File: src/hw/stepper_defines.svh
/*
  stepper controller constants
  address map, RAM depth, step timing and SPI clock divider
*/
`ifndef STEPPER_DEFINES_SVH
`define STEPPER_DEFINES_SVH

// RAM window 0x1000 .. 0x1fff
`define RAM_BASE 32'h0000_1000
`define RAM_WORDS 1024

// IO register block, eight word registers
`define IO_BASE 32'h1000_0000

// step timing in clock cycles
`define STEP_PRESCALE 16
`define STEP_PULSE_CYCLES 8

// clocks per SCK half period
`define SPI_CLK_DIV 4

`endif

File: src/hw/stepper_pkg.sv
/*
  stepper controller types
  bus request, motor configuration and the 40-bit driver datagram,
  which reads as a command on the way out and a reply on the way in
*/
`default_nettype none

package stepper_pkg;

  // picorv32 native bus request, wstrb == 0 means read
  typedef struct packed {
    logic [31:0] addr;
    logic [31:0] wdata;
    logic [3:0]  wstrb;
  } mem_req_t;

  // motor settings from the ctrl and period registers
  typedef struct packed {
    logic        step_en;
    logic        dir;
    logic        drv_en;
    logic [15:0] period;
  } motor_cfg_t;

  // datagram as sent to the driver chip
  typedef struct packed {
    logic        wr;
    logic [6:0]  addr;
    logic [31:0] data;
  } spi_cmd_t;

  // datagram as returned by the driver chip
  typedef struct packed {
    logic [7:0]  status;
    logic [31:0] data;
  } spi_reply_t;

  typedef union packed {
    spi_cmd_t   cmd;
    spi_reply_t reply;
  } spi_frame_u;

endpackage

`default_nettype wire

File: src/hw/io_regs.sv
/*
  IO register block
  LEDs, motor settings, step count readback and the SPI command/reply
  path; a transfer request stalls the bus while the SPI master is busy
*/
`default_nettype none

module io_regs import stepper_pkg::*; (
  input  logic        clk_in,
  input  logic        rst_n,
  input  logic        sel,
  input  mem_req_t    mem_req,
  output logic        ready,
  output logic [31:0] rdata,
  output logic [7:0]  led,
  output motor_cfg_t  motor_cfg,
  input  logic [31:0] step_count,
  output spi_frame_u  spi_cmd,
  output logic        spi_start,
  input  logic        spi_busy,
  input  spi_frame_u  spi_reply
);

  logic [2:0]  offs;
  logic        is_write;
  logic        spi_go;
  logic        accept;
  logic [31:0] spi_data;
  logic [31:0] rd_word;

  assign offs     = mem_req.addr[4:2];
  assign is_write = mem_req.wstrb != 4'h0;
  assign spi_go   = is_write && (offs == 3'd4);
  // hold a new transfer until the previous frame is done
  assign accept   = sel && !ready && !(spi_go && (spi_busy || spi_start));

  always_ff @(posedge clk_in or negedge rst_n) begin
    if (!rst_n) begin
      ready     <= 1'b0;
      spi_start <= 1'b0;
    end else begin
      ready     <= accept;
      spi_start <= accept && spi_go;
    end
  end

  // configuration registers
  always_ff @(posedge clk_in or negedge rst_n) begin
    if (!rst_n) begin
      motor_cfg <= '0;
      led       <= '0;
      spi_data  <= '0;
    end else if (accept && is_write) begin
      case (offs)
        3'd0: begin
          motor_cfg.step_en <= mem_req.wdata[0];
          motor_cfg.dir     <= mem_req.wdata[1];
          motor_cfg.drv_en  <= mem_req.wdata[2];
        end
        3'd1: motor_cfg.period <= mem_req.wdata[15:0];
        3'd2: led <= mem_req.wdata[7:0];
        3'd3: spi_data <= mem_req.wdata;
        default: ;
      endcase
    end
  end

  // frame assembled at start, data word comes from the spi data register
  always_ff @(posedge clk_in) begin
    if (accept && spi_go) begin
      spi_cmd.cmd.wr   <= mem_req.wdata[7];
      spi_cmd.cmd.addr <= mem_req.wdata[6:0];
      spi_cmd.cmd.data <= spi_data;
    end
  end

  always_comb begin
    case (offs)
      3'd0:    rd_word = {29'h0, motor_cfg.drv_en, motor_cfg.dir, motor_cfg.step_en};
      3'd1:    rd_word = {16'h0, motor_cfg.period};
      3'd2:    rd_word = {24'h0, led};
      3'd3:    rd_word = spi_data;
      3'd4:    rd_word = {24'h0, spi_cmd.cmd.wr, spi_cmd.cmd.addr};
      3'd5:    rd_word = spi_reply.reply.data;
      3'd6:    rd_word = {16'h0, spi_reply.reply.status, 7'h0, spi_busy};
      default: rd_word = step_count;
    endcase
  end

  always_ff @(posedge clk_in) begin
    if (accept && !is_write) rdata <= rd_word;
  end

  // firmware only does word stores to IO
  assert property (@(posedge clk_in) disable iff (!rst_n)
    (accept && is_write) |-> (mem_req.wstrb == 4'hf));

endmodule

`default_nettype wire

File: config.mk
export PLATFORM = sky130hd
export DESIGN_NAME = io_regs
export DESIGN_NICKNAME = d
export VERILOG_FILES = /design/src/hw/stepper_defines.svh /design/src/hw/stepper_pkg.sv /design/src/hw/io_regs.sv
export SDC_FILE = /design/constraint.sdc
export NUM_CORES = 1
export LEC_CHECK = 0
export BUFFER_PORTS_ARGS = -buffer_cell sky130_fd_sc_hd__buf_2
export CAP_MARGIN = 30
export CORE_MARGIN = 1.5
export CORE_UTILIZATION = 45
export CTS_CLUSTER_SIZE = 20
export DETAILED_ROUTE_END_ITERATION = 10
export PLACE_DENSITY = 0.76
export SETUP_SLACK_MARGIN = 0.15
export SYNTH_ARGS = -nofsm -noshare
export SYNTH_HDL_FRONTEND = slang
export SYNTH_SLANG_ARGS = --single-unit
export TNS_END_PERCENT = 20
File: constraint.sdc
create_clock -name clk_in -period 13.42 [get_ports clk_in]
set_input_delay 2.684 -clock clk_in [delete_from_list [all_inputs] [get_ports clk_in]]
set_output_delay 2.684 -clock clk_in [all_outputs]
set_load 0.01 [all_outputs]
==> out/metrics.cfg <==
[outcome]
status = finished, final reports clean

[logic_synthesis]
ys_ff_latch = 133
syn_nets = 511
synthDistinctLibCells = 36
synth-seq-area-share_pct = 64.1
syn_area_mm2 = 0.00576
ys_warn_count = 0
syn_inst = 367
avgSynthCellArea_um2 = 15.7

[setup_path]
arrival_ns = 5.02
startpoint_type = input pin
cp_data_required_time_ns = 13.71
r2r_slack_ns = 11.38
cp_num_cells = 7
critPathSlowestCell = buf_4
cp_common_cell = buf_4
cp_top_family = buffers and inverters
worstPathCellList = buf_2 > buf_4 > nor2b_1 > nand4_1 > buf_8 > buf_4 > mux2_2
worstRegToRegCells = 5
cpPeakStageDelay_ns = 0.65
path_class = in -> reg
cp-end-kind = flop
path_buf_inv = 4
critPathMaxFanout = 60

[die]
rows = 41
die_y_um = 116
initial_core_util_pct = 45.8
core_area_mm2 = 0.0126
ioPinCount = 245
dieWidth_um = 116
die_area_mm2 = 0.0135

[route]
route.detailed.drc = 0
wl_per_cell_um = 19.6
wl_met2_um = 7500
highest_layer = met4
via_per_inst = 5.26
drtIter0Drc = 280
wl_um = 15200
met3_length_um = 1200
drt-met1-wl_um = 6210
ant_nets = 0
routed-via-count = 4064
dr.pass1.iters = 4

[global_route]
grt_pass1_vias = 4224
grt_pass1_wl_um = 22500
grt_max_degree = 62
grtUsageTotal_pct = 22.8
gr-total-overflow = 0
antenna_found_initial = 0

[timing]
setup_violations = 0
hold_violations = 0
finalCriticalPeriod_ns = 4.73
worstMarginPinSlew_ns = 0.865
layout_setup_ws_ns = 8.69
rsz0062_at_grt = false
fin_worst_skew_ns = 0.00712
fin_crit_sh_pct = 35.2
timing.fmax_mhz = 211
drv_slew = 0
finalSetupTns_ns = 0
relSlewSlack_pct = 42.4

[power]
p_leak_nw = 3.30
powerDensity_mw_per_mm2 = 144
peakVddDrop_v = 0.0000880

[clock_tree]
htreeDepth = 4
path_clk_slew_ns = 0.05
numClockSinks = 133
cts_made_buffers = 17
cts_tree = yes
cts_hold_buf = 0
cts_setup_buffers = 0
cts_resized = 0
cts_root_buf = clkbuf_16
clk_latency_ns = 0.40
cts_max_path_buffers = 2

[hold_path]
hp-class = reg -> reg
whs_path_depth = 0

[cells_and_area]
drive_above_1_share_pct = 56.6
diodes = 0
layout_common_cells = buf_2, mux2_2, edfxtp_1
final_common_cell = buf_2
area_delta_synth_final_pct = 30.9
final_nets = 732
fill_cells = 1040
fin_util_pct = 59.9

[place]
gp_congestion = 0.781
hpwl_um = 10100
dp_slack_ns = 8.26
io_buffers = 215

[job]
drv_cap = 0

worst reg2reg max path, stage by stage (launching register included):
cell and delay, ns:
dfrtp_1 0.39, nor2b_1 0.16, nand4_1 0.45, buf_8 0.35
buf_4 0.23, mux2_1 0.33
logic make-up after synthesis:
logic type      count (synthesis)  share of synthesized area (%)
simple gates                   49                           5.30
mux                           106                           21.6
flops                         133                           64.1
compound gates                 53                           6.74
buf+inv                        26                           2.28
synth_stat cells:
cell type	n	share of area, %
a22oi_1	25	3.3
or2_2	1	0.11
dfrtp_1	61	27
buf_2	9	0.78
nand3_1	1	0.087
o21a_1	2	0.26
a21oi_1	2	0.17
mux2_1	10	2.0
or4_4	1	0.20
nor4_1	1	0.11
buf_6	3	0.59
a2bb2oi_1	1	0.15
nor2b_1	20	2.2
buf_1	2	0.13
a221oi_1	8	1.2
a21o_1	1	0.13
mux2i_1	9	1.6
clkbuf_1	10	0.65
nand2b_4	1	0.24
nand4_1	2	0.22
nand2b_1	2	0.22
a41oi_1	1	0.15
or4_1	1	0.13
o22ai_1	9	0.98
nor2_1	9	0.59
mux2_4	10	2.6
nor4_4	1	0.37
nor4_2	1	0.22
mux2_2	75	15
o21ai_0	3	0.26
mux4_2	2	0.78
a32oi_1	1	0.15
inv_1	2	0.13
nand2_1	6	0.39
edfxtp_1	72	38
nor3b_1	2	0.26
metal layers:
metal	GRT usage, %	up-vias
met3	6.64	26
met1	27.6	1981
met4	9.59	0
met2	38.4	200
met5	0	-
li1	-	1857
sequential cells by signal, summed over array words and instances, names as in the netlist:
| name | flops |
|---|---|
| ready | 1 |
| spi_data | 32 |
| led | 8 |
| motor_cfg | 19 |
| rdata | 32 |
| spi_cmd | 40 |
| spi_start | 1 |
where the power goes:
| group | switching, mW | total (mW) | internal [mW] | leakage (nW) |
|---|---|---|---|---|
| logic | 0.0760 | 0.174 | 0.0981 | 1.66 |
| clock network | 0.154 | 0.384 | 0.230 | 0.238 |
| registers | 0.0360 | 0.526 | 0.490 | 1.40 |
through the flow:
stage / total power [mW] / instances / hold slack (ns) / area [µm²]
6_report: 1.08 / 773 / 0.466 / 7530
3_3_place_gp: 0.698 / 738 / 0.445 / 7000
3_5_place_dp: 0.709 / 741 / 0.453 / 7050
5_1_grt: 1.13 / 773 / 0.478 / 7530
2_1_floorplan: 0.633 / 367 / 0.436 / 5760
4_1_cts: 1.10 / 773 / 0.464 / 7530
layout make-up:
class / count / area, µm² / share of cell area, %
clock buffer: 22 / 444 / 5.90
clock inverter: 10 / 41.3 / 0.548
inverter: 2 / 7.51 / 0.0997
multi-input combinational: 208 / 1950 / 25.9
sequential: 133 / 3690 / 49.0
tap: 172 / 215 / 2.86
timing repair buffer: 226 / 1190 / 15.7
path summary, 6_finish.rpt:
path,start,end
hold / removal,spi_data[11]$_DFFE_PN0P_,spi_cmd[11]$_DFFE_PP_
setup / recovery,mem_req[40],spi_data[5]$_DFFE_PN0P_
min in group asynchronous,rst_n,spi_data[20]$_DFFE_PN0P_
max in group asynchronous,rst_n,led[1]$_DFFE_PN0P_
setup reg to reg,ready$_DFF_PN0_,spi_data[19]$_DFFE_PN0P_
hold reg to reg,spi_data[11]$_DFFE_PN0P_,spi_cmd[11]$_DFFE_PP_
No activity file was read; power rests on OpenSTA's default activity.
