==> src/hw/stepper_defines.svh <==
/*
  stepper controller constants
  address map, RAM depth, step timing and SPI clock divider
*/
`ifndef STEPPER_DEFINES_SVH
`define STEPPER_DEFINES_SVH

// RAM window 0x1000 .. 0x1fff
`define RAM_BASE 32'h0000_1000
`define RAM_WORDS 1024

// IO register block, eight word registers
`define IO_BASE 32'h1000_0000

// step timing in clock cycles
`define STEP_PRESCALE 16
`define STEP_PULSE_CYCLES 8

// clocks per SCK half period
`define SPI_CLK_DIV 4

`endif

==> src/hw/stepper_pkg.sv <==
/*
  stepper controller types
  bus request, motor configuration and the 40-bit driver datagram,
  which reads as a command on the way out and a reply on the way in
*/
`default_nettype none

package stepper_pkg;

  // picorv32 native bus request, wstrb == 0 means read
  typedef struct packed {
    logic [31:0] addr;
    logic [31:0] wdata;
    logic [3:0]  wstrb;
  } mem_req_t;

  // motor settings from the ctrl and period registers
  typedef struct packed {
    logic        step_en;
    logic        dir;
    logic        drv_en;
    logic [15:0] period;
  } motor_cfg_t;

  // datagram as sent to the driver chip
  typedef struct packed {
    logic        wr;
    logic [6:0]  addr;
    logic [31:0] data;
  } spi_cmd_t;

  // datagram as returned by the driver chip
  typedef struct packed {
    logic [7:0]  status;
    logic [31:0] data;
  } spi_reply_t;

  typedef union packed {
    spi_cmd_t   cmd;
    spi_reply_t reply;
  } spi_frame_u;

endpackage

`default_nettype wire

==> src/hw/spi_master.sv <==
/*
  SPI master for the stepper driver chip
  mode 3, 40-bit frames MSB first, reply kept until the next transfer
*/
`default_nettype none
`include "stepper_defines.svh"

module spi_master import stepper_pkg::*; (
  input  logic       clk_in,
  input  logic       rst_n,
  input  logic       start,
  input  spi_frame_u cmd,
  output logic       busy,
  output spi_frame_u reply,
  output logic       sck,
  output logic       mosi,
  output logic       cs_n,
  input  logic       miso
);

  localparam int DIV_W = $clog2(`SPI_CLK_DIV);
  localparam logic [6:0] FRAME_EDGES = 7'd80;

  logic [DIV_W-1:0] div_cnt;
  logic [6:0]       edge_cnt;
  logic [39:0]      tx_sr;
  logic [39:0]      rx_sr;
  logic             half_tick;
  logic             edge_go;
  logic             fall_go;
  logic             rise_go;

  assign half_tick = busy && (div_cnt == DIV_W'(`SPI_CLK_DIV - 1));
  assign edge_go   = half_tick && (edge_cnt != FRAME_EDGES);
  // sck high now means the next edge falls
  assign fall_go   = edge_go && sck;
  assign rise_go   = edge_go && !sck;

  always_ff @(posedge clk_in or negedge rst_n) begin
    if (!rst_n) begin
      busy     <= 1'b0;
      cs_n     <= 1'b1;
      sck      <= 1'b1;
      mosi     <= 1'b1;
      div_cnt  <= '0;
      edge_cnt <= '0;
      reply    <= '0;
    end else if (start) begin
      // first falling edge together with cs_n
      busy     <= 1'b1;
      cs_n     <= 1'b0;
      sck      <= 1'b0;
      mosi     <= cmd[39];
      div_cnt  <= '0;
      edge_cnt <= 7'd1;
    end else if (busy) begin
      div_cnt <= half_tick ? '0 : div_cnt + 1'b1;
      if (edge_go) begin
        sck      <= !sck;
        edge_cnt <= edge_cnt + 7'd1;
      end
      if (fall_go) mosi <= tx_sr[39];
      // tail half period after the last rising edge
      if (half_tick && !edge_go) begin
        cs_n  <= 1'b1;
        busy  <= 1'b0;
        reply <= rx_sr;
      end
    end
  end

  always_ff @(posedge clk_in) begin
    if (start)   tx_sr <= {cmd[38:0], 1'b0};
    if (fall_go) tx_sr <= {tx_sr[38:0], 1'b0};
    if (rise_go) rx_sr <= {rx_sr[38:0], miso};
  end

  assert property (@(posedge clk_in) disable iff (!rst_n) start |-> !busy);

endmodule

`default_nettype wire

==> config.mk <==
export PLATFORM = sky130hd
export DESIGN_NAME = spi_master
export DESIGN_NICKNAME = d
export VERILOG_FILES = /design/src/hw/stepper_pkg.sv /design/src/hw/spi_master.sv
export VERILOG_INCLUDE_DIRS = /design/src /design/src/hw
export SDC_FILE = /design/constraint.sdc
export NUM_CORES = 1
export LEC_CHECK = 0
export ABC_CLOCK_PERIOD_IN_PS = 10650
export BUFFER_PORTS_ARGS = -buffer_cell sky130_fd_sc_hd__buf_2
export CORE_ASPECT_RATIO = 1.25
export CORE_MARGIN = 8
export CORE_UTILIZATION = 48
export CTS_BUF_LIST = sky130_fd_sc_hd__clkbuf_8
export DETAILED_ROUTE_END_ITERATION = 10
export GPL_TIMING_DRIVEN = 0
export HOLD_SLACK_MARGIN = 0.08
export MAX_ROUTING_LAYER = met4
export PLACE_DENSITY = 0.7
export SYNTH_ARGS = -nofsm -noshare
export SYNTH_HDL_FRONTEND = slang
export SYNTH_SLANG_ARGS = --single-unit
==> constraint.sdc <==
create_clock -name clk_in -period 10.65 [get_ports clk_in]
set_clock_uncertainty 0.1 [all_clocks]
set_input_delay 0.5325 -clock clk_in [delete_from_list [all_inputs] [get_ports clk_in]]
set_output_delay 0.5325 -clock clk_in [all_outputs]
set_load 0.02 [all_outputs]
==> metrics.md <==
| Metric | Value |
|---|---|
| Grt total ovfl | 0 |
| Ys Warns | 0 |
| Area Overhead vs Synth | 22.3% |
| CTS tree | yes |
| Initial antenna violation count | 0 |
| CP Launch Type | flip-flop |
| Total Wirelength | 8960 um |
| GP Congestion | 0.743 |
| First-pass GRT wire length | 14500 um |
| Clk root buf | clkbuf_8 |
| Pins Over Slew Limit | 0 |
| Final setup margin | 8.05 ns |
| Die Span X | 109 um |
| H-tree levels | 4 |
| Die area | 14400 um^2 |
| Max-Cap Viols | 0 |
| #FFs+latches synth | 132 |
| Clock slew at reported path FFs | 0.07 ns |
| Synth cell types | 31 |
| Wire per inst | 17.1 um |
| Number of global-route vias before repair | 2766 |
| Fin. Hold Viols | 0 |
| Critical Path, Cell by Cell | ha_1, and2_1, o311a_1, buf_6, buf_6, or2_2 |
| Total iterations of the first detailed-routing run | 4 |
| FF-to-FF path depth | 6 |
| Grt met2 use | 0.175 |
| Syn Area/Cell | 19.1 um^2 |
| Crit. End Element | flip-flop |
| Die H | 132 um |
| DR vias/cell | 4.98 |
| Worst slack at placement | 8.03 ns |
| Worst Path Required | 10.60 ns |
| Post-synth top area share | 0.456 |
| Initial drt markers | 103 |
| Share of layout cells above drive strength 1 | 0.543 |
| Largest delay contributor family on the critical path | simple AND/OR/NAND/NOR gates |
| Fin crit period | 2.60 ns |
| Setup Buffers After CTS | 0 |
| Post-synth EDFFs | 79 |
| Clock latency on the worst-skew pair | 0.42 ns |
| Status | finished clean |
| Gr usage total | 0.135 |
| Starting Density | 0.492 |
| Crit path to | tx_sr[36]$_DFFE_PP_ |
| CP Class | reg2reg |
| Residual DRC count | 0 |
| Inst Count DP | 492 |
| Antenna diodes | 0 |
| Post-CTS sizing | 0 |
| Core area | 10600 um^2 |
| Yosys top cell by area | edfxtp_1 |
| RR Endpoint | tx_sr[36]$_DFFE_PP_ |
| Crit. path cell count | 6 |
| Top Usage Layer GRT | met1 |
| RSZ-0062 raised after global routing | false |
| Clk sinks | 132 |
| CTS Buf Count | 17 |
| Final worst-path cycle share | 0.244 |
| Asr flop ratio synth | 0.402 |
| Grt met1 use | 0.183 |
| Largest net degree at the start of global routing | 54 |
| Vias | 2609 |
| HPWL after detailed placement | 6020 um |
| Hold Crit Class | in2async |
| Hold Worst Slack | 0.0450 ns |
| Post-Syn Instances | 272 |
| Netlist Area Pre-Place | 5200 um^2 |
| Crit path buf inv count | 2 |
| Syn Nets | 319 |
| Worst path arrival time | 2.55 ns |
| P_leak | 2.86 nW |
| Finished Layout Cells | 524 |
| Num ports | 88 |
| Most frequent cells in the layout | buf_2, edfxtp_1, dfrtp_1, mux2_2, mux2_4 |
| Deepest clock path buffer count | 2 |
| # hold bufs at CTS | 0 |
| Relative slew slack | 0.403 |
| Maximum fanout along the worst path | 39 |
| Worst reg2reg startpoint | div_cnt[0]$_DFFE_PN0P_ |
| Fmax | 384 MHz |
| Commonest non-fill, non-tap cell in the layout | buf_2 |
| Seq/Total Area, Yosys | 0.712 |
| Setup tns final | 0 ns |
| VDD IR max | 91.6 uV |
| Highest cell delay on the worst timing path | 0.73 ns |
| Crit path from | div_cnt[0]$_DFFE_PN0P_ |
| Top area cells in the synthesized netlist | edfxtp_1, dfrtp_1, mux2_4 |
| Crit path max-delay cell type | or2_2 |
| PortBufs | 87 |
| Antenna violation net count after detailed routing | 0 |
| Final Net Count | 426 |
| Setup-failing EPs final | 0 |
| Pwr dens | 183 nW/um^2 |
| Cell mode on critical path | buf_6 |
| Grt met3 use | 0.0558 |
| Worst-margin pin slew | 0.896 ns |
| Ys flop type | edfxtp_1 |
| Flop2flop setup slack | 8.05 ns |
| Rows | 42 |
where the power goes:
group,total [W],switching [W],internal (W)
combinational,0.0000440,0.0000218,0.0000222
clock,0.000547,0.000191,0.000355
sequential,0.000572,0.00000796,0.000564
total,0.00116,0.000221,0.000941
layout make-up:
class / count / area, um^2
clock inverter: 14 / 279
timing repair buffer: 88 / 458
clock buffer: 18 / 248
fill: 802 / 4210
tap: 132 / 165
sequential: 132 / 3700
buffer: 12 / 143
inverter: 5 / 18.8
multi-input combinational: 123 / 1340
through the flow:
stage	util	total power, W	area, um^2
after CTS	0.602	0.00117	6350
after global routing	0.602	0.00120	6360
final	0.602	0.00116	6360
after global placement	0.549	0.000625	5800
after floorplan	-	0.000605	5200
after detailed placement	0.552	0.000627	5830
how the worst min path moves through the flow:
| stage | from | cells past startpoint | slack (ns) | to |
|---|---|---|---|---|
| detailed placement | rx_sr[14]$_DFFE_PP_ | 0 | 0.33 | rx_sr[15]$_DFFE_PP_ |
| global placement | rx_sr[3]$_DFFE_PP_ | 0 | 0.32 | rx_sr[4]$_DFFE_PP_ |
| global route | rst_n | 1 | 0.09 | reply[16]$_DFFE_PN0P_ |
| floorplan | rst_n | 0 | 0.14 | busy$_DFF_PN0_ |
| CTS | miso | 1 | 0.17 | rx_sr[0]$_DFFE_PP_ |
| finish | rst_n | 1 | 0.04 | reply[14]$_DFFE_PN0P_ |
per-layer routing:
metal,share of wire,wire length [um],up-vias
met5,0,0,-
li1,-,-,1221
met2,0.42,3800,95
met1,0.49,4370,1286
met3,0.077,694,7
met4,0.011,98,0
flip-flops by register name, summed over array words and instances (netlist names):
| register | flops |
|---|---|
| div_cnt | 2 |
| edge_cnt | 7 |
| cs_n | 1 |
| sck | 1 |
| reply | 40 |
| tx_sr | 39 |
| rx_sr | 40 |
| busy | 1 |
| mosi | 1 |
cell families (layout without fill, tap and decap cells):
family | count (synthesis) | count (layout) | synth area share
AOI/OAI and AO/OA | 7 | 7 | 0.0125
xor gates and xnor gates | 7 | 7 | 0.0118
and+or+nand+nor | 26 | 26 | 0.0265
buffers and inverters | 17 | 137 | 0.0310
muxes | 80 | 80 | 0.199
DFF | 132 | 132 | 0.712
adders and majority gates | 3 | 3 | 0.00722
synthesized netlist by cell type, types with 2 or more instances:
cell	number
nor3_1	2
buf_6	6
inv_1	5
clkbuf_1	2
nor2b_1	2
xnor2_1	3
o311a_1	2
mux2i_1	2
edfxtp_1	79
mux2_4	36
xor2_1	4
buf_12	3
a21o_1	2
nand4_1	3
ha_1	3
nand2_1	4
mux2_1	2
nor2_1	9
dfstp_2	3
mux2_2	40
dfrtp_1	50
No activity file was read; power rests on OpenSTA's default activity.
