## src/hw/stepper_defines.svh

```systemverilog
/*
  stepper controller constants
  address map, RAM depth, step timing and SPI clock divider
*/
`ifndef STEPPER_DEFINES_SVH
`define STEPPER_DEFINES_SVH

// RAM window 0x1000 .. 0x1fff
`define RAM_BASE 32'h0000_1000
`define RAM_WORDS 1024

// IO register block, eight word registers
`define IO_BASE 32'h1000_0000

// step timing in clock cycles
`define STEP_PRESCALE 16
`define STEP_PULSE_CYCLES 8

// clocks per SCK half period
`define SPI_CLK_DIV 4

`endif

```

## src/hw/stepper_pkg.sv

```systemverilog
/*
  stepper controller types
  bus request, motor configuration and the 40-bit driver datagram,
  which reads as a command on the way out and a reply on the way in
*/
`default_nettype none

package stepper_pkg;

  // picorv32 native bus request, wstrb == 0 means read
  typedef struct packed {
    logic [31:0] addr;
    logic [31:0] wdata;
    logic [3:0]  wstrb;
  } mem_req_t;

  // motor settings from the ctrl and period registers
  typedef struct packed {
    logic        step_en;
    logic        dir;
    logic        drv_en;
    logic [15:0] period;
  } motor_cfg_t;

  // datagram as sent to the driver chip
  typedef struct packed {
    logic        wr;
    logic [6:0]  addr;
    logic [31:0] data;
  } spi_cmd_t;

  // datagram as returned by the driver chip
  typedef struct packed {
    logic [7:0]  status;
    logic [31:0] data;
  } spi_reply_t;

  typedef union packed {
    spi_cmd_t   cmd;
    spi_reply_t reply;
  } spi_frame_u;

endpackage

`default_nettype wire

```

## src/hw/bus_decoder.sv

```systemverilog
/*
  bus decoder
  routes each access to RAM or IO, steers the read data back
  and answers unmapped addresses with zero
*/
`default_nettype none
`include "stepper_defines.svh"

module bus_decoder import stepper_pkg::*; (
  input  logic        clk_in,
  input  logic        rst_n,
  input  logic        mem_valid,
  input  mem_req_t    mem_req,
  output logic        ram_sel,
  output logic        io_sel,
  input  logic        ram_ready,
  input  logic        io_ready,
  input  logic [31:0] ram_rdata,
  input  logic [31:0] io_rdata,
  output logic        mem_ready,
  output logic [31:0] mem_rdata
);

  logic ram_hit;
  logic io_hit;
  logic ram_sel_q;
  logic io_sel_q;
  logic unm_ready;

  // address windows
  assign ram_hit = (mem_req.addr >= `RAM_BASE) &&
                   (mem_req.addr < (`RAM_BASE + `RAM_WORDS * 4));
  assign io_hit  = (mem_req.addr & ~32'h1f) == `IO_BASE;

  assign ram_sel = mem_valid && ram_hit;
  assign io_sel  = mem_valid && io_hit;

  // select of last cycle steers read data, unmapped gets own ready
  always_ff @(posedge clk_in or negedge rst_n) begin
    if (!rst_n) begin
      ram_sel_q <= 1'b0;
      io_sel_q  <= 1'b0;
      unm_ready <= 1'b0;
    end else begin
      ram_sel_q <= ram_sel;
      io_sel_q  <= io_sel;
      unm_ready <= mem_valid && !ram_hit && !io_hit && !unm_ready;
    end
  end

  assign mem_ready = ram_ready || io_ready || unm_ready;
  assign mem_rdata = ram_sel_q ? ram_rdata : (io_sel_q ? io_rdata : 32'h0);

  // one-hot target select
  assert property (@(posedge clk_in) disable iff (!rst_n) !(ram_sel && io_sel));
  // every target answers with a single-cycle ready
  assert property (@(posedge clk_in) disable iff (!rst_n) mem_ready |=> !mem_ready);

endmodule

`default_nettype wire

```

## config.mk

```make
export PLATFORM = sky130hd
export DESIGN_NAME = bus_decoder
export DESIGN_NICKNAME = d
export VERILOG_FILES = /design/src/hw/stepper_pkg.sv /design/src/hw/bus_decoder.sv
export VERILOG_INCLUDE_DIRS = /design/src /design/src/hw
export SDC_FILE = /design/constraint.sdc
export NUM_CORES = 1
export LEC_CHECK = 0
export BUFFER_PORTS_ARGS = -buffer_cell sky130_fd_sc_hd__buf_2
export CAP_MARGIN = 5
export CELL_PAD_IN_SITES_DETAIL_PLACEMENT = 1
export CELL_PAD_IN_SITES_GLOBAL_PLACEMENT = 2
export CORE_MARGIN = 3
export CORE_UTILIZATION = 10
export CTS_BUF_LIST = sky130_fd_sc_hd__clkbuf_16
export CTS_CLUSTER_DIAMETER = 40
export DETAILED_ROUTE_END_ITERATION = 8
export PLACE_DENSITY = 0.95
export SYNTH_ARGS = -nofsm -noshare
export SYNTH_HDL_FRONTEND = slang
export SYNTH_SLANG_ARGS = --single-unit
```

## constraint.sdc

```tcl
create_clock -name clk_in -period 1.3 [get_ports clk_in]
set_input_delay 0.195 -clock clk_in [delete_from_list [all_inputs] [get_ports clk_in]]
set_output_delay 0.195 -clock clk_in [all_outputs]
set_load 0.03 [all_outputs]
```

==> results.py, run 1 <==
metrics = {
    "run_status": {
        "status": "finished, violations left",
        "violations": "negative setup slack",
    },
    "finish": {
        "drive_gt1_frac": 0.922,
        "antenna_cells": 0,
        "stdcell_count": 271,
        "fin_nets": 342,
        "syn2layout_area_growth_pct": 257,
    },
    "floorplan": {
        "die-area_mm2": 0.00617,
        "die_x_um": 78.6,
        "start_util": 0.107,
        "ios": 172,
        "row_count": 25,
        "coreArea_mm2": 0.00491,
        "chipHeight_um": 78.6,
    },
    "sta": {
        "tightest_slew_ns": 0.274,
        "hold_viol_final": 0,
        "fin_crit_sh": 1.15,
        "fmax_ghz": 0.667,
        "min_period_ns": 1.50,
        "rsz0062_at_grt": "yes",
        "setup_violations": 35,
        "clock_skew_ns": 0,
        "fin_ws_ns": -0.199,
        "final.setup.tns_ns": -5.49,
        "slew_viol_final": 0,
        "slew_headroom": 0.816,
    },
    "run": {
        "drv_cap": 0,
    },
    "placement": {
        "hpwl_um": 3080,
        "io_buffer_count": 130,
        "placed_cells": 261,
        "place_congestion": 0.694,
    },
    "power_and_ir_drop": {
        "ir_worst_vdd_v": 0.000423,
        "power_frac_clock": 0.604,
        "power_leakage_nw": 0.959,
        "pwr-share-comb": 0.274,
        "power.internal_mw": 0.625,
        "p_switching_mw": 0.170,
        "power_density_mw_per_mm2": 422,
        "seqPwrFrac": 0.122,
        "p_sw_frac": 0.214,
    },
    "clock_tree": {
        "ctsLongestPathBuffers": 2,
        "numCtsBuffers": 3,
        "root_buffer": "clkbuf_16",
        "h-tree-depth": 1,
        "clk-insertion-delay-late_ns": 0.22,
        "path_clk_slew_ns": 0.03,
        "cts_tree": "built",
        "clock_sinks": 3,
    },
    "routing": {
        "drc_errors": 0,
        "ant_nets": 0,
        "drt_first_pass_iters": 2,
        "avgViaCountPerCell": 4.38,
        "drt_iter0_drc": 4,
        "drt_wl_total_um": 4070,
        "wire_per_inst_um": 15.0,
        "vias": 1187,
    },
    "worst_setup_path": {
        "cp_data_arrival_time_ns": 1.30,
        "cp_max_fo": 2,
        "crit_start": "mem_req[43]",
        "cpMostUsedCell": "nor4_4",
        "reg2reg_from": "unm_ready",
        "startpoint_type": "input pin",
        "required_ns": 1.11,
        "cp-end-kind": "output port",
        "crit_path_max_incr_delay_ns": 0.34,
        "path_class": "in -> out",
        "cp_cell_sequence": "buf_2, nor4_4, nand4_1, nor4_4, buf_6",
        "crit_path_top_delay_cell": "nor4_4",
    },
    "logic_synthesis": {
        "ys_ff_latch": 3,
        "syn-num-nets": 201,
        "synth_top_area_share": 0.515,
        "synth_seq_area_share": 0.143,
        "yosysWarnings": 0,
        "ys_types": 17,
        "syn_avg_cell_area_um2": 8.23,
        "synth_area_leader_cell": "a22o_1",
        "synth_area_um2": 527,
        "synth.area.top_cells": "a22o_1 52%, dfrtp_1 14%, nor4_2 7.1%, buf_2 3.8%, nor4_1 3.6%",
        "syn_inst": 64,
    },
    "global_route": {
        "grt-ovfl-total": 0,
        "grt_usage": 0.120,
        "antenna_found_initial": 0,
        "grt_pass1_wl_um": 5940,
        "grt_start_max_net_pins": 23,
        "grt_pass1_vias": 1302,
    },
    "hold_path": {
        "hold_path.startpoint": "mem_valid",
        "hold_class": "in -> reg",
    },
}
==> power by group through the flow <==
stage	logic [mW]	clock network, mW	registers, mW
global placement	0.180	0	0.0987
floorplan	0.0239	0	0.0979
detailed placement	0.188	0	0.0986
global route	0.238	0.505	0.0976
CTS	0.202	0.490	0.0975
finish	0.217	0.480	0.0973
==> routing by layer <==
metal / wire, um / GRT usage / up-vias
met3: 557 / 0.0482 / 4
met4: 32 / 0.0420 / 0
met2: 2250 / 0.239 / 89
met1: 1220 / 0.107 / 544
met5: 0 / 0 / -
li1: - / - / 550
==> stage by stage <==
step | worst slack (ns) | power [mW] | utilization | cell area [um2] | hold slack [ns]
5_1_grt | -0.264 | 0.841 | 0.383 | 1880 | 0.215
4_1_cts | -0.221 | 0.789 | 0.365 | 1790 | 0.218
3_3_place_gp | -0.199 | 0.279 | 0.285 | 1400 | -0.00983
2_1_floorplan | -0.0440 | 0.122 | - | 629 | -0.101
3_5_place_dp | -0.249 | 0.286 | 0.285 | 1400 | -0.00751
6_report | -0.199 | 0.795 | 0.383 | 1880 | 0.218
==> flip-flops by register name, summed over array words and instances (netlist names) <==
name	count
io_sel_q	1
unm_ready	1
ram_sel_q	1
==> worst paths after layout <==
| path | to | slack [ns] | cells past startpoint |
|---|---|---|---|
| min in group asynchronous | unm_ready | 0.30 | 2 |
| worst min-delay path | unm_ready | 0.22 | 2 |
| worst max-delay path | io_sel | -0.20 | 5 |
| max in group asynchronous | ram_sel_q | 0.88 | 2 |
| worst max register to register | unm_ready | 0.66 | 2 |
| worst min register to register | unm_ready | 0.53 | 2 |
==> cells by family (layout without fill, tap and decap cells) <==
kind of cell    count (synthesis)  count (layout)  share of synthesized area
compound gates                 34              34                      0.561
simple gates                   18              18                      0.223
buf+inv                         9             149                     0.0736
flops                           3               3                      0.143
==> worst max-delay path, delay by kind of cell <==
family	cells	cell delay, ns
and+or+nand+nor	3	0.82
buffers and inverters	2	0.29
==> final cells by class <==
type                       instances  area (um2)
sequential                         3        76.3
fill                             593        3030
clock buffer                       3        75.1
clock inverter                     1        3.75
timing repair buffer             143        1040
multi-input combinational         52         596
inverter                           2        7.51
tap                               67        83.8
==> cell usage in the layout, fill, tap and decap left out <==
| cell type | Yosys | final |
|---|---|---|
| a22o_1 | 31 | 1 |
| a22o_2 | 0 | 26 |
| a22o_4 | 0 | 4 |
| a41oi_1 | 1 | 1 |
| buf_12 | 0 | 2 |
| buf_2 | 4 | 89 |
| buf_4 | 0 | 8 |
| buf_6 | 0 | 43 |
| clkbuf_16 | 0 | 3 |
| dfrtp_1 | 3 | 2 |
| dfrtp_2 | 0 | 1 |
| dlygate4sd3_1 | 0 | 1 |
| inv_1 | 2 | 3 |
| nand2_1 | 3 | 1 |
| nand2_2 | 0 | 2 |
| nand3_2 | 0 | 1 |
| nand4_1 | 1 | 1 |
| nor2_1 | 3 | 3 |
| nor2b_1 | 2 | 1 |
| nor2b_4 | 0 | 1 |
| nor4_4 | 0 | 6 |
| nor4b_4 | 0 | 1 |
| o21ai_4 | 0 | 1 |
| o311a_1 | 1 | 1 |
| or3_1 | 1 | 1 |
==> synth_stat cells <==
master,instances
nand4_1,1
nand2_1,3
nand3_1,1
buf_2,4
a22o_1,31
nor4b_1,1
inv_1,2
or3_1,1
clkbuf_1,3
nor4_2,3
o311a_1,1
nor2b_1,2
dfrtp_1,3
nor2_1,3
a41oi_1,1
nor4_1,3
o21ai_0,1
==> what timing repair did <==
item                                   in CTS  in global routing
setup buffers                               4                  1
endpoints found under the hold margin       3                  0
pin swaps                                   3                  5
setup endpoints to repair                  35                 34
cloned                                      0                  0
hold buffers                                1                  0
resized for setup                          82                 13
Note: power is estimated with default switching activity, not from simulation.
==> run 2, diff against run 1 <==
--- a/config.mk
+++ b/config.mk
@@ -9,13 +9,13 @@
 export BUFFER_PORTS_ARGS = -buffer_cell sky130_fd_sc_hd__buf_2
 export CAP_MARGIN = 5
 export CELL_PAD_IN_SITES_DETAIL_PLACEMENT = 1
-export CELL_PAD_IN_SITES_GLOBAL_PLACEMENT = 2
+export CELL_PAD_IN_SITES_GLOBAL_PLACEMENT = 1
 export CORE_MARGIN = 3
 export CORE_UTILIZATION = 10
 export CTS_BUF_LIST = sky130_fd_sc_hd__clkbuf_16
 export CTS_CLUSTER_DIAMETER = 40
 export DETAILED_ROUTE_END_ITERATION = 8
-export PLACE_DENSITY = 0.95
+export PLACE_DENSITY = 0.92
 export SYNTH_ARGS = -nofsm -noshare
 export SYNTH_HDL_FRONTEND = slang
 export SYNTH_SLANG_ARGS = --single-unit
==> run 2 against run 1 <==
Effect of this change: design area decreased by 6.6%; total power increased by 0.39%; utilization fell by 2.5 points; first-iteration DRC count up 50%; clock-buffer cell count stayed put; routed wire length fell by 5.3%; clock skew stayed put; register-to-register slack worse by 0.02 ns; the run still ends with negative setup slack left; global-route usage decreased by 0.77 points; sequential power hardly changed.
==> results.py, run 2 (same netlist as run 1, synthesis figures left out) <==
metrics = {
    "routing": {
        "avgViaCountPerCell": 4.32,
        "drt_first_pass_iters": 2,
        "vias": 1157,
        "wire_per_inst_um": 14.4,
        "drt_wl_total_um": 3850,
        "drc_errors": 0,
        "drt_iter0_drc": 6,
        "ant_nets": 0,
    },
    "worst_setup_path": {
        "cp_cell_sequence": "buf_6, nor4_4, nand4_1, nor4_4, buf_6",
        "cp_max_fo": 2,
        "cp.depth": 5,
        "crit_path_max_incr_delay_ns": 0.33,
        "crit_buf_inv": 2,
        "cp-end-kind": "output port",
        "r2r-end": "unm_ready",
        "ff2ff_path_depth": 2,
        "endpoint": "io_sel",
        "cp_data_arrival_time_ns": 1.28,
        "reg2reg_from": "unm_ready",
        "required_ns": 1.11,
        "critPathTopFamily": "simple AND/OR/NAND/NOR gates",
        "startpoint_type": "input pin",
        "path_class": "in -> out",
        "crit_path_top_delay_cell": "nor4_4",
        "crit_start": "mem_req[44]",
        "reg2reg_setup_slack_ns": 0.64,
    },
    "clock_tree": {
        "clk-insertion-delay-late_ns": 0.22,
        "path_clk_slew_ns": 0.03,
        "h-tree-depth": 1,
        "ctsLongestPathBuffers": 2,
        "numCtsBuffers": 3,
        "cts_tree": "built",
        "clock_sinks": 3,
        "root_buffer": "clkbuf_16",
    },
    "sta": {
        "min_period_ns": 1.47,
        "setup_violations": 34,
        "rsz0062_at_grt": "yes",
        "final.setup.tns_ns": -5.12,
        "clock_skew_ns": 0,
        "hold_viol_final": 0,
        "slew_viol_final": 0,
        "slew_headroom": 0.826,
        "fin_crit_sh": 1.13,
        "fmax_ghz": 0.678,
        "fin_ws_ns": -0.174,
        "tightest_slew_ns": 0.260,
        "holdWs_ns": 0.241,
    },
    "power_and_ir_drop": {
        "ir_worst_vdd_v": 0.000528,
        "power_density_mw_per_mm2": 454,
        "power_leakage_nw": 0.920,
    },
    "placement": {
        "place_congestion": 0.666,
        "io_buffer_count": 130,
        "hpwl_um": 3010,
        "place_area_mm2": 0.00141,
    },
    "hold_path": {
        "hold_class": "in -> reg",
    },
    "finish": {
        "fin_util": 0.358,
        "drive_gt1_frac": 0.910,
        "reg.largest.list": "io_sel_q (1), ram_sel_q (1), unm_ready (1)",
        "syn2layout_area_growth_pct": 234,
        "fillCellCount": 579,
        "stdcell_area_mm2": 0.00176,
        "fin_nets": 339,
        "final_common_cell": "buf_2",
        "antenna_cells": 0,
        "final_cell_mix": "98 x buf_2, 33 x buf_6, 30 x a22o_2",
    },
    "floorplan": {
        "start_util": 0.107,
        "coreArea_mm2": 0.00491,
        "die_x_um": 78.6,
        "row_count": 25,
        "die-area_mm2": 0.00617,
        "chipHeight_um": 78.6,
        "ios": 172,
    },
    "run": {
        "drv_cap": 0,
    },
    "run_status": {
        "violations": "negative setup slack",
        "status": "finished, violations left",
    },
    "global_route": {
        "grt-ovfl-total": 0,
        "grt_pass1_vias": 1265,
        "grt_start_max_net_pins": 34,
        "grt_pass1_wl_um": 5630,
        "antenna_found_initial": 0,
        "grt_usage": 0.112,
    },
}
## run 2: stage by stage
stage / power (mW) / instances / worst slack, ns
after detailed placement: 0.286 / 260 / -0.246
after global placement: 0.277 / 260 / -0.211
after global routing: 0.845 / 268 / -0.240
final: 0.798 / 268 / -0.174
after CTS: 0.804 / 268 / -0.189
after floorplan: 0.122 / 64 / -0.0440
## run 2: how the worst min path moves through the flow
stage / start / endpoint / slack (ns) / cells past startpoint
after floorplan: rst_n / io_sel_q / -0.10 / 0
after global placement: rst_n / io_sel_q / -0.01 / 1
after detailed placement: rst_n / ram_sel_q / -0.005 / 1
after CTS: mem_valid / unm_ready / 0.23 / 2
after global routing: mem_valid / unm_ready / 0.23 / 2
final: mem_valid / unm_ready / 0.24 / 2
## run 2: final cells by class
cell class | instances | area [um2] | share of cell area
clock inverters | 1 | 3.75 | 0.00214
clock buffers | 3 | 75.1 | 0.0427
inverters | 2 | 7.51 | 0.00427
well taps | 67 | 83.8 | 0.0477
flip-flops and latches | 3 | 75.1 | 0.0427
multi-input cells | 52 | 556 | 0.316
repair buffers | 140 | 957 | 0.544
## run 2: worst reg2reg max path: stages, from the launching register on
cell and delay, ns:
dfrtp_1 0.37, inv_1 0.06, o311a_1 0.16
## run 2: metal layers
metal  GRT usage  vias to the layer above  wire length [um]
met1      0.0854                      518              1120
met4      0.0262                        0                 4
met5           0                        -                 0
met3      0.0505                        2               611
met2       0.244                       94              2120
li1            -                      543                 -
## run 2: power by group
part           internal (mW)  total, mW  leakage, nW  switching [mW]
Combinational          0.137      0.219        0.837          0.0825
Clock                  0.397      0.482       0.0423          0.0849
Sequential            0.0962     0.0973       0.0405         0.00117
Total                  0.630      0.798        0.920           0.169
## run 2: repair_timing
| action | 4_1_cts | 5_1_grt |
|---|---|---|
| hold buffers | 1 | 0 |
| buffers inserted | 3 | 0 |
| endpoints found under the hold margin | 3 | 0 |
| resized for setup | 58 | 5 |
| pin swaps | 6 | 4 |
| endpoints found under the setup margin | 35 | 35 |
