File: config.mk
export PLATFORM = sky130hd
export DESIGN_NAME = step_generator
export DESIGN_NICKNAME = d
export VERILOG_FILES = /design/src/hw/stepper_pkg.sv /design/src/hw/step_generator.sv
export VERILOG_INCLUDE_DIRS = /design/src /design/src/hw
export SDC_FILE = /design/constraint.sdc
export NUM_CORES = 1
export LEC_CHECK = 0
export BUFFER_PORTS_ARGS = -buffer_cell sky130_fd_sc_hd__clkbuf_2
export CORE_AREA = 3 3 104 106
export CTS_CLUSTER_DIAMETER = 60
export CTS_CLUSTER_SIZE = 24
export DETAILED_ROUTE_END_ITERATION = 8
export DIE_AREA = 0 0 107 109
export GPL_ROUTABILITY_DRIVEN = 1
export GPL_TIMING_DRIVEN = 0
export PLACE_DENSITY = 0.63
export SETUP_SLACK_MARGIN = 0.2
export SKIP_LAST_GASP = 1
export SYNTH_ARGS = -nofsm -noshare
export SYNTH_HDL_FRONTEND = slang
export SYNTH_SLANG_ARGS = --single-unit
File: constraint.sdc
create_clock -name clk_in -period 3.5 [get_ports clk_in]
set_input_delay 0.35 -clock clk_in [delete_from_list [all_inputs] [get_ports clk_in]]
set_output_delay 0.35 -clock clk_in [all_outputs]
set_load 0.01 [all_outputs]
File: src/hw/stepper_defines.svh
/*
  stepper controller constants
  address map, RAM depth, step timing and SPI clock divider
*/
`ifndef STEPPER_DEFINES_SVH
`define STEPPER_DEFINES_SVH

// RAM window 0x1000 .. 0x1fff
`define RAM_BASE 32'h0000_1000
`define RAM_WORDS 1024

// IO register block, eight word registers
`define IO_BASE 32'h1000_0000

// step timing in clock cycles
`define STEP_PRESCALE 16
`define STEP_PULSE_CYCLES 8

// clocks per SCK half period
`define SPI_CLK_DIV 4

`endif

File: src/hw/stepper_pkg.sv
/*
  stepper controller types
  bus request, motor configuration and the 40-bit driver datagram,
  which reads as a command on the way out and a reply on the way in
*/
`default_nettype none

package stepper_pkg;

  // picorv32 native bus request, wstrb == 0 means read
  typedef struct packed {
    logic [31:0] addr;
    logic [31:0] wdata;
    logic [3:0]  wstrb;
  } mem_req_t;

  // motor settings from the ctrl and period registers
  typedef struct packed {
    logic        step_en;
    logic        dir;
    logic        drv_en;
    logic [15:0] period;
  } motor_cfg_t;

  // datagram as sent to the driver chip
  typedef struct packed {
    logic        wr;
    logic [6:0]  addr;
    logic [31:0] data;
  } spi_cmd_t;

  // datagram as returned by the driver chip
  typedef struct packed {
    logic [7:0]  status;
    logic [31:0] data;
  } spi_reply_t;

  typedef union packed {
    spi_cmd_t   cmd;
    spi_reply_t reply;
  } spi_frame_u;

endpackage

`default_nettype wire

File: src/hw/step_generator.sv
/*
  step generator
  prescaled period counter, fixed-width step pulses, step counter
  and registered direction / driver enable pins
*/
`default_nettype none
`include "stepper_defines.svh"

module step_generator import stepper_pkg::*; (
  input  logic        clk_in,
  input  logic        rst_n,
  input  motor_cfg_t  motor_cfg,
  output logic        step,
  output logic        dir,
  output logic        drv_en_n,
  output logic [31:0] step_count
);

  localparam int PS_W = $clog2(`STEP_PRESCALE);
  localparam int PW_W = $clog2(`STEP_PULSE_CYCLES);

  logic [PS_W-1:0] pre_cnt;
  logic [15:0]     per_cnt;
  logic [15:0]     period_q;
  logic [PW_W-1:0] pw_cnt;
  logic            run;
  logic            tick;
  logic            boundary;

  assign run      = motor_cfg.step_en && (motor_cfg.period != 16'h0);
  assign tick     = pre_cnt == PS_W'(`STEP_PRESCALE - 1);
  // last prescaled tick of the period
  assign boundary = tick && (per_cnt == period_q - 16'd1);

  always_ff @(posedge clk_in or negedge rst_n) begin
    if (!rst_n) begin
      pre_cnt    <= '0;
      per_cnt    <= '0;
      period_q   <= '0;
      pw_cnt     <= '0;
      step       <= 1'b0;
      step_count <= '0;
    end else if (!run) begin
      // idle, pick up the period for the next start
      pre_cnt  <= '0;
      per_cnt  <= '0;
      period_q <= motor_cfg.period;
      pw_cnt   <= '0;
      step     <= 1'b0;
    end else begin
      pre_cnt <= tick ? '0 : pre_cnt + 1'b1;
      if (boundary) begin
        per_cnt    <= '0;
        period_q   <= motor_cfg.period;
        step       <= 1'b1;
        pw_cnt     <= PW_W'(`STEP_PULSE_CYCLES - 1);
        step_count <= step_count + 32'd1;
      end else begin
        if (tick) per_cnt <= per_cnt + 16'd1;
        // pulse width countdown
        if (step) begin
          if (pw_cnt == '0) step <= 1'b0;
          else              pw_cnt <= pw_cnt - 1'b1;
        end
      end
    end
  end

  // pins, driver enable is active low
  always_ff @(posedge clk_in or negedge rst_n) begin
    if (!rst_n) begin
      dir      <= 1'b0;
      drv_en_n <= 1'b1;
    end else begin
      dir      <= motor_cfg.dir;
      drv_en_n <= !motor_cfg.drv_en;
    end
  end

endmodule

`default_nettype wire

==> metrics.txt, run 1 <==
worst setup path endpoint=period_q[4]$_DFFE_PN0P_; # setup viols final=0; Synth-to-Final Area Change=20.8%; Die Area=11700 µm²; width of the die=approximately 110 µm; period utilisation layout=0.913; CTS Buf Count=9; first-pass detailed-route iteration total=4; Die Y-Extent=109 µm; Rows=36; Final Hold Viols=0; largest net degree at the start of global routing=46; global-route wire length before repair=between 15000 and 20000 µm; n_diodes=0; main flop type after synthesis=dfrtp_1; dpl cell area=4410 µm²; Syn. warnings=0; post-synthesis sequential area ratio=0.471; Max VDD drop=0.221 mV; Synth area leader=dfrtp_1; mapped cell area=slightly below 4000 µm²; Core Area=9860 µm²; IO Port Bufs=55; synthesized flop and latch total=74; reg2reg start=period_q[8]$_DFFE_PN0P_; status=completed; Syn Inst Count=393; RSZ-0062 raised after global routing=no; number of global-route vias before repair=3097; syn_nets=420; Cell Pwr Density=365 nW/µm²; max_cap viols=0; Worst-Margin Slew=0.768 ns; fmax=313 MHz; most frequent cells in the layout=dfrtp_1 (72), clkbuf_2 (55), nor2_1 (46); top-level port count=56; Critical Path RT=around 3.7 ns; Final GP Congestion=0.867; Vias/cell=5.15; Final Cell Area=4760 µm²; CTS Buffer Depth=2; layout cell share with drive strength beyond 1=0.253; post-synthesis area per instance=10.0 µm²; CTS tree=built; remaining global-route overflow=0; end of the worst register-to-register path=period_q[4]$_DFFE_PN0P_; initial core utilization=0.399; Setup TNS Final=0 ns; CTS sink cnt=74; clock-pin transition on the worst setup and hold timing paths=0.08 ns; Yosys top cell area share=0.464; Synth cell types=54; clock latency on the worst-skew pair=approximately 0.35 ns; post-detail-place hpwl=between 6000 and 7000 µm; Final nets=496; Initial DRC Count=slightly below 100; Critical Path Source Type=flip-flop; Setup crit end kind=flip-flop; CP arrival=roughly 3.4 ns; fillcell total=a little under 1000; EDFF count, synth=0; hold path depth=2; Worst R2R Setup Slack=0.30 ns; antenna violations before repair=0; DRT Wirelength=9090 µm; Final ANT Viol Nets=0; Final min period=between 3 and 4 ns; clock root buffer=clkbuf_8; Clock Skew=between 0.01 and 0.015 ns; P_leak=approximately 2.2 nW; cell count after placement=582; Residual DRC=0; crit-path max FO=5; top area cells in the synthesized netlist=dfrtp_1 (46%), xor2_1 (9.8%), mux2_2 (4.6%), nor2_1 (4.4%), xnor2_1 (4.0%); fin. max-slew vios=0; R2R depth=8; detailed-route via count=3125; Hold Crit Class=input port to flip-flop; crit path from=period_q[8]$_DFFE_PN0P_; Total Power=roughly 1.7 mW; CP Class=flip-flop to flip-flop; post-route insts no fill=607; DR WL/cell=15.0 µm; commonest non-fill, non-tap cell in the layout=dfrtp_1; htree depth=3; GRT Resource Usage Total=0.164; ys async rst share=1.00; relative slew slack=0.481
==> per-stage QoR <==
| step | hold slack (ns) | setup WS (ns) | utilization |
|---|---|---|---|
| floorplan | 0.0544 | 0.325 | - |
| global placement | 0.448 | -0.0868 | 0.444 |
| detailed placement | 0.349 | -0.133 | 0.447 |
| CTS | 0.0812 | 0.179 | 0.473 |
| global route | 0.0703 | 0.196 | 0.482 |
| finish | 0.0998 | 0.305 | 0.482 |
==> logic make-up (layout without fill, tap and decap cells) <==
group,after synthesis,in the layout,synth area share
DFF,74,74,0.471
muxes,19,19,0.0540
buffers and inverters,26,107,0.0283
xor gates and xnor gates,62,62,0.138
AOI/OAI and AO/OA,36,36,0.0664
adders and majority gates,6,6,0.0191
and+or+nand+nor,170,170,0.224
==> worst max-delay path: stages, from the launching register on <==
cell and delay [ns]:
dfrtp_2 0.43, or4_4 0.56, or3_1 0.37, a2111o_1 0.41, a2111oi_4 0.33, nand4_1 0.28
nand2b_4 0.20, buf_4 0.17, mux2_2 0.33
==> cell usage after synthesis, types with 3 or more instances <==
cell type / count
or3_1: 5
and3_1: 10
nand2_1: 27
xnor2_1: 18
buf_4: 3
inv_1: 10
or4_1: 6
ha_1: 6
nand4_1: 15
nor2b_1: 3
a21oi_1: 7
o21ai_0: 5
xor2_1: 44
clkbuf_1: 10
a31oi_1: 3
mux2_2: 16
o211ai_1: 3
nor2_1: 46
dfrtp_1: 73
nor4_1: 5
nand3_1: 17
or2_2: 3
nor3_1: 18
==> sequential cells by signal, summed over array words and instances (netlist names) <==
name / count
step_count: 32
step: 1
per_cnt: 16
drv_en_n: 1
dir: 1
pw_cnt: 3
pre_cnt: 4
period_q: 16
==> repair_timing <==
action | 4_1_cts | 5_1_grt
hold endpoints to repair | 29 | 0
hold buffers | 1 | 0
setup endpoints to repair | 61 | 59
gates cloned | 0 | 1
setup buffers | 3 | 4
gates resized for setup | 5 | 15
pin swaps | 2 | 3
==> power by group <==
part / internal, mW / switching (mW) / total (mW)
combinational: 0.0768 / 0.0906 / 0.167
sequential: 0.877 / 0.0258 / 0.903
clock: 0.332 / 0.331 / 0.664
==> how the worst min path moves through the flow <==
stage	end	startpoint	slack [ns]
6_report	drv_en_n$_DFF_PN1_	motor_cfg[16]	0.1
5_1_grt	dir$_DFF_PN0_	motor_cfg[17]	0.07
4_1_cts	drv_en_n$_DFF_PN1_	motor_cfg[16]	0.08
3_5_place_dp	per_cnt[14]$_DFFE_PN0P_	rst_n	0.35
3_3_place_gp	pre_cnt[0]$_DFF_PN0_	pre_cnt[0]$_DFF_PN0_	0.45
2_1_floorplan	dir$_DFF_PN0_	rst_n	0.05
==> cell type report <==
cell class	instances	area, µm²	share of cell area
Sequential cell	74	1850	0.390
Clock inverter	6	66.3	0.0139
Tap cell	133	166	0.0350
Inverter	10	37.5	0.00789
Clock buffer	10	128	0.0268
Timing Repair Buffer	65	375	0.0789
Multi-Input combinational cell	293	2040	0.428
Buffer	16	92.6	0.0195
==> routing by layer <==
metal	GRT usage	wire length (µm)
met5	0	0
met4	0.0484	199
met3	0.0509	449
met2	0.271	4470
met1	0.207	3970
Power figures use the tool's default switching activity.
==> inputs of run 2 (changes only) <==
--- a/config.mk
+++ b/config.mk
@@ -7,13 +7,14 @@
 export NUM_CORES = 1
 export LEC_CHECK = 0
+export ABC_AREA = 1
 export BUFFER_PORTS_ARGS = -buffer_cell sky130_fd_sc_hd__clkbuf_2
-export CORE_AREA = 3 3 104 106
+export CORE_AREA = 3 3 117 119
 export CTS_CLUSTER_DIAMETER = 60
 export CTS_CLUSTER_SIZE = 24
 export DETAILED_ROUTE_END_ITERATION = 8
-export DIE_AREA = 0 0 107 109
+export DIE_AREA = 0 0 120 122
 export GPL_ROUTABILITY_DRIVEN = 1
 export GPL_TIMING_DRIVEN = 0
-export PLACE_DENSITY = 0.63
+export PLACE_DENSITY = 0.62
 export SETUP_SLACK_MARGIN = 0.2
 export SKIP_LAST_GASP = 1
==> constraint.sdc (replaced) <==
create_clock -name clk_in -period 3.5 [get_ports clk_in]
set_input_delay 0.35 -clock clk_in [delete_from_list [all_inputs] [get_ports clk_in]]
set_output_delay 0.35 -clock clk_in [all_outputs]
set_load 0.1 [all_outputs]
==> run 2 against run 1 <==
  * Synthesized area is 29% higher
  * Utilization down 1.1 points
  * Clock power grew 76%
  * Die area is 26% higher
  * Critical path type unchanged
  * Sequential cell count is the same
  * Via count rose by 54%
  * Sequential power barely moved
  * Clock skew decreased by 0.0053 ns
  * Worst setup slack gained 0.65 ns
  * Register-to-register slack improved by 0.65 ns
  * Synthesized cell count is 90% higher
==> metrics.txt, run 2 <==
status=completed (unchanged); IO Port Bufs=55 (unchanged); clock-pin transition on the worst setup and hold timing paths=0.06 ns (was 0.08 ns); met2 WL post-DR=6290 µm (was 4470 µm); relative slew slack=0.561 (was 0.481); crit-path max FO=10 (was 5); detailed-route via count=4799 (was 3125); Synth area leader=dfrtp_1 (unchanged); largest registers=step_count (32), per_cnt (16), period_q (16) (unchanged); post-cts sizing count=0 (was 5); htree depth=3 (unchanged); EDFF count, synth=0 (unchanged); CTS sink cnt=74 (unchanged); syn_nets=772 (was 420); antenna violations before repair=0 (unchanged); highest-delay cell along the critical path=dfrtp_1 (was or4_4); Seq. cell area=1850 µm² (about the same); P_leak=2.99 nW (was 2.21 nW); CTS Buf Count=9 (unchanged); CP Class=flip-flop to flip-flop (unchanged); first-pass detailed-route iteration total=5 (was 4); Final nets=840 (was 496); fillcell total=1322 (was 972); Vias/cell=4.85 (was 5.15); R2R depth=14 (was 8); Multi-input gate area=2760 µm² (was 2040 µm²); # setup viols final=0 (unchanged); fin. max-slew vios=0 (unchanged); most common cell in the netlist=nand2_1 (was dfrtp_1); max_cap viols=0 (unchanged); final core occ=0.472 (was 0.482); CP arrival=2.78 ns (was 3.44 ns); Final Hold Viols=0 (unchanged); fmax=393 MHz (was 313 MHz); Cell Pwr Density=389 nW/µm² (was 365 nW/µm²); CP cell instances=inv_1 -> ha_1 -> nand2_1 -> nor2_1 -> nand3_1 -> nand2_1 -> nand2_1 -> nor2_1 -> nand3_1 -> nor2_4 -> buf_6 -> nand3_1 -> nand2_1 -> nand2_1 (was or4_4 -> or3_1 -> a2111o_1 -> a2111oi_4 -> nand4_1 -> nand2b_4 -> buf_4 -> mux2_2); ys async rst share=1.00 (unchanged); Setup TNS Final=0 ns (unchanged); Synth cell types=31 (was 54); DRT Wirelength=13500 µm (was 9090 µm); clock latency on the worst-skew pair=0.35 ns (about the same); Synth-to-Final Area Change=17.9% (was 20.8%); DR WL/cell=13.6 µm (was 15.0 µm); dpl cell area=5590 µm² (was 4410 µm²); global-route wire length before repair=23200 µm (was 15200 µm); post-synthesis sequential area ratio=0.366 (was 0.471); metal3 WL=844 µm (was 449 µm); Max Used Layer=met4 (unchanged); Post-CTS Hold Fix Bufs=1 (unchanged); commonest non-fill, non-tap cell in the layout=nand2_1 (was dfrtp_1); Setup Buffers After CTS=0 (was 3); largest stage delay on the critical path=0.38 ns (was 0.56 ns); Rows=41 (was 36); Final min period=2.54 ns (was 3.20 ns); Final Cell Area=5970 µm² (was 4760 µm²); Critical Path Source Type=flip-flop (unchanged); top-level port count=56 (unchanged); cell count after placement=973 (was 582); Setup crit end kind=flip-flop (unchanged); RSZ-0062 raised after global routing=no (unchanged); post-synthesis area per instance=6.80 µm² (was 10.0 µm²); Die Y-Extent=122 µm (was 109 µm); Initial DRC Count=368 (was 98); Hold Crit Class=input port to flip-flop (unchanged); Critical Path RT=3.73 ns (was 3.74 ns); CTS Buffer Depth=2 (unchanged); CTS tree=built (unchanged); post-route insts no fill=990 (was 607); met1 wire length=6090 µm (was 3970 µm); Clock Skew=0.00882 ns (was 0.0141 ns); period utilisation layout=0.726 (was 0.913); synthesized flop and latch total=74 (unchanged); post-detail-place hpwl=10500 µm (was 6600 µm); hold path depth=1 (was 2); Worst-Margin Slew=0.659 ns (was 0.768 ns); Max VDD drop=0.203 mV (was 0.221 mV); most flop-heavy register=step_count (unchanged); GRT Resource Usage Total=0.200 (was 0.164); setup slack after layout=0.957 ns (was 0.305 ns); Core Area=12700 µm² (was 9860 µm²); Final GP Congestion=0.915 (was 0.867); layout cell share with drive strength beyond 1=0.134 (was 0.253); most frequent cells in the layout=nand2_1 (242), inv_1 (89), nor2_1 (86) (was dfrtp_1 (72), clkbuf_2 (55), nor2_1 (46)); largest net degree at the start of global routing=49 (was 46); Syn Inst Count=745 (was 393); Post-synth top cells=nand2_1 (242), inv_1 (89), nor2_1 (86), dfrtp_1 (73), nand3_1 (71) (was dfrtp_1 (73), nor2_1 (46), xor2_1 (44), nand2_1 (27)); Largest register FFs=32 (unchanged); number of global-route vias before repair=4840 (was 3097); pre-CTS setup slack=0.945 ns (was -0.133 ns); Syn. warnings=0 (unchanged); mapped cell area=5070 µm² (was 3940 µm²); main flop type after synthesis=dfrtp_1 (unchanged); top area cells in the synthesized netlist=dfrtp_1 (36%), nand2_1 (18%), nand3_1 (7.0%), inv_1 (6.6%), nor2_1 (6.4%) (was dfrtp_1 (46%), xor2_1 (9.8%), mux2_2 (4.6%), nor2_1 (4.4%), xnor2_1 (4.0%)); initial core utilization=0.400 (was 0.399); Yosys top cell area share=0.360 (was 0.464); width of the die=120 µm (was 107 µm); clock root buffer=clkbuf_16 (was clkbuf_8); remaining global-route overflow=0 (unchanged); Residual DRC=0 (unchanged); Die Area=14600 µm² (was 11700 µm²); Final ANT Viol Nets=0 (unchanged); Most Frequent Cell on Critical Path=nand2_1; n_diodes=0 (unchanged)
## run 2: changes by cell type after synthesis, sizes merged, moves of 9 or more
| cell | previous run | this run |
|---|---|---|
| and3 | 10 | 0 |
| nand2 | 27 | 249 |
| nor3 | 18 | 27 |
| nor2 | 46 | 100 |
| nand4 | 15 | 45 |
| inv | 10 | 91 |
| nand3 | 17 | 75 |
| xor2 | 44 | 21 |
| mux2 | 18 | 0 |
## run 2: path summary, 6_finish.rpt
check,from,endpoint,slack [ns]
hold reg to reg,pre_cnt[0]$_DFF_PN0_,pre_cnt[0]$_DFF_PN0_,0.46
setup reg to reg,period_q[0]$_DFFE_PN0P_,step_count[13]$_DFFE_PN0P_,0.96
setup / recovery,period_q[0]$_DFFE_PN0P_,step_count[13]$_DFFE_PN0P_,0.96
min in group asynchronous,rst_n,period_q[2]$_DFFE_PN0P_,0.51
max in group asynchronous,rst_n,drv_en_n$_DFF_PN1_,2.38
hold / removal,motor_cfg[17],dir$_DFF_PN0_,0.11
## run 2: final cells by class
type / instances / share of cell area
Buffer: 18 / 0.0195
Multi-Input combinational cell: 562 / 0.462
Sequential cell: 74 / 0.310
Tap cell: 172 / 0.0360
Clock inverter: 6 / 0.0228
Clock buffer: 10 / 0.0400
Inverter: 91 / 0.0572
Timing Repair Buffer: 57 / 0.0528
## run 2: per-layer routing
| layer | GRT usage | vias up |
|---|---|---|
| met5 | 0 | - |
| met4 | 0.0580 | 0 |
| met3 | 0.0525 | 22 |
| met2 | 0.337 | 119 |
| met1 | 0.252 | 2157 |
| li1 | - | 2501 |
## run 2: kinds of logic after synthesis
| group | Yosys count | share of synthesized area |
|---|---|---|
| flops | 74 | 0.366 |
| simple gates | 501 | 0.447 |
| fa+ha+maj | 6 | 0.0148 |
| compound gates | 18 | 0.0183 |
| xor+xnor | 37 | 0.0639 |
| buf+inv | 109 | 0.0903 |
## run 2: per-stage QoR
step | total power, mW | hold slack [ns]
after CTS | 2.35 | 0.0909
final | 2.32 | 0.106
after global placement | 1.16 | 0.454
after detailed placement | 1.17 | 0.338
after floorplan | 1.08 | 0.0544
after global routing | 2.43 | 0.101
## run 2: report_power, final
| group | switching, mW | total (mW) | leakage [nW] | internal (mW) |
|---|---|---|---|---|
| logic | 0.167 | 0.247 | 1.82 | 0.0800 |
| clock network | 0.383 | 1.17 | 0.179 | 0.791 |
| registers | 0.0251 | 0.903 | 0.996 | 0.878 |
| total | 0.575 | 2.32 | 2.99 | 1.75 |
## run 2: critical path, delay by kind of cell (launching register included)
family        cells  cell delay (ns)
simple gates     11             1.46
flops             1             0.38
buf+inv           2             0.36
fa+ha+maj         1             0.22
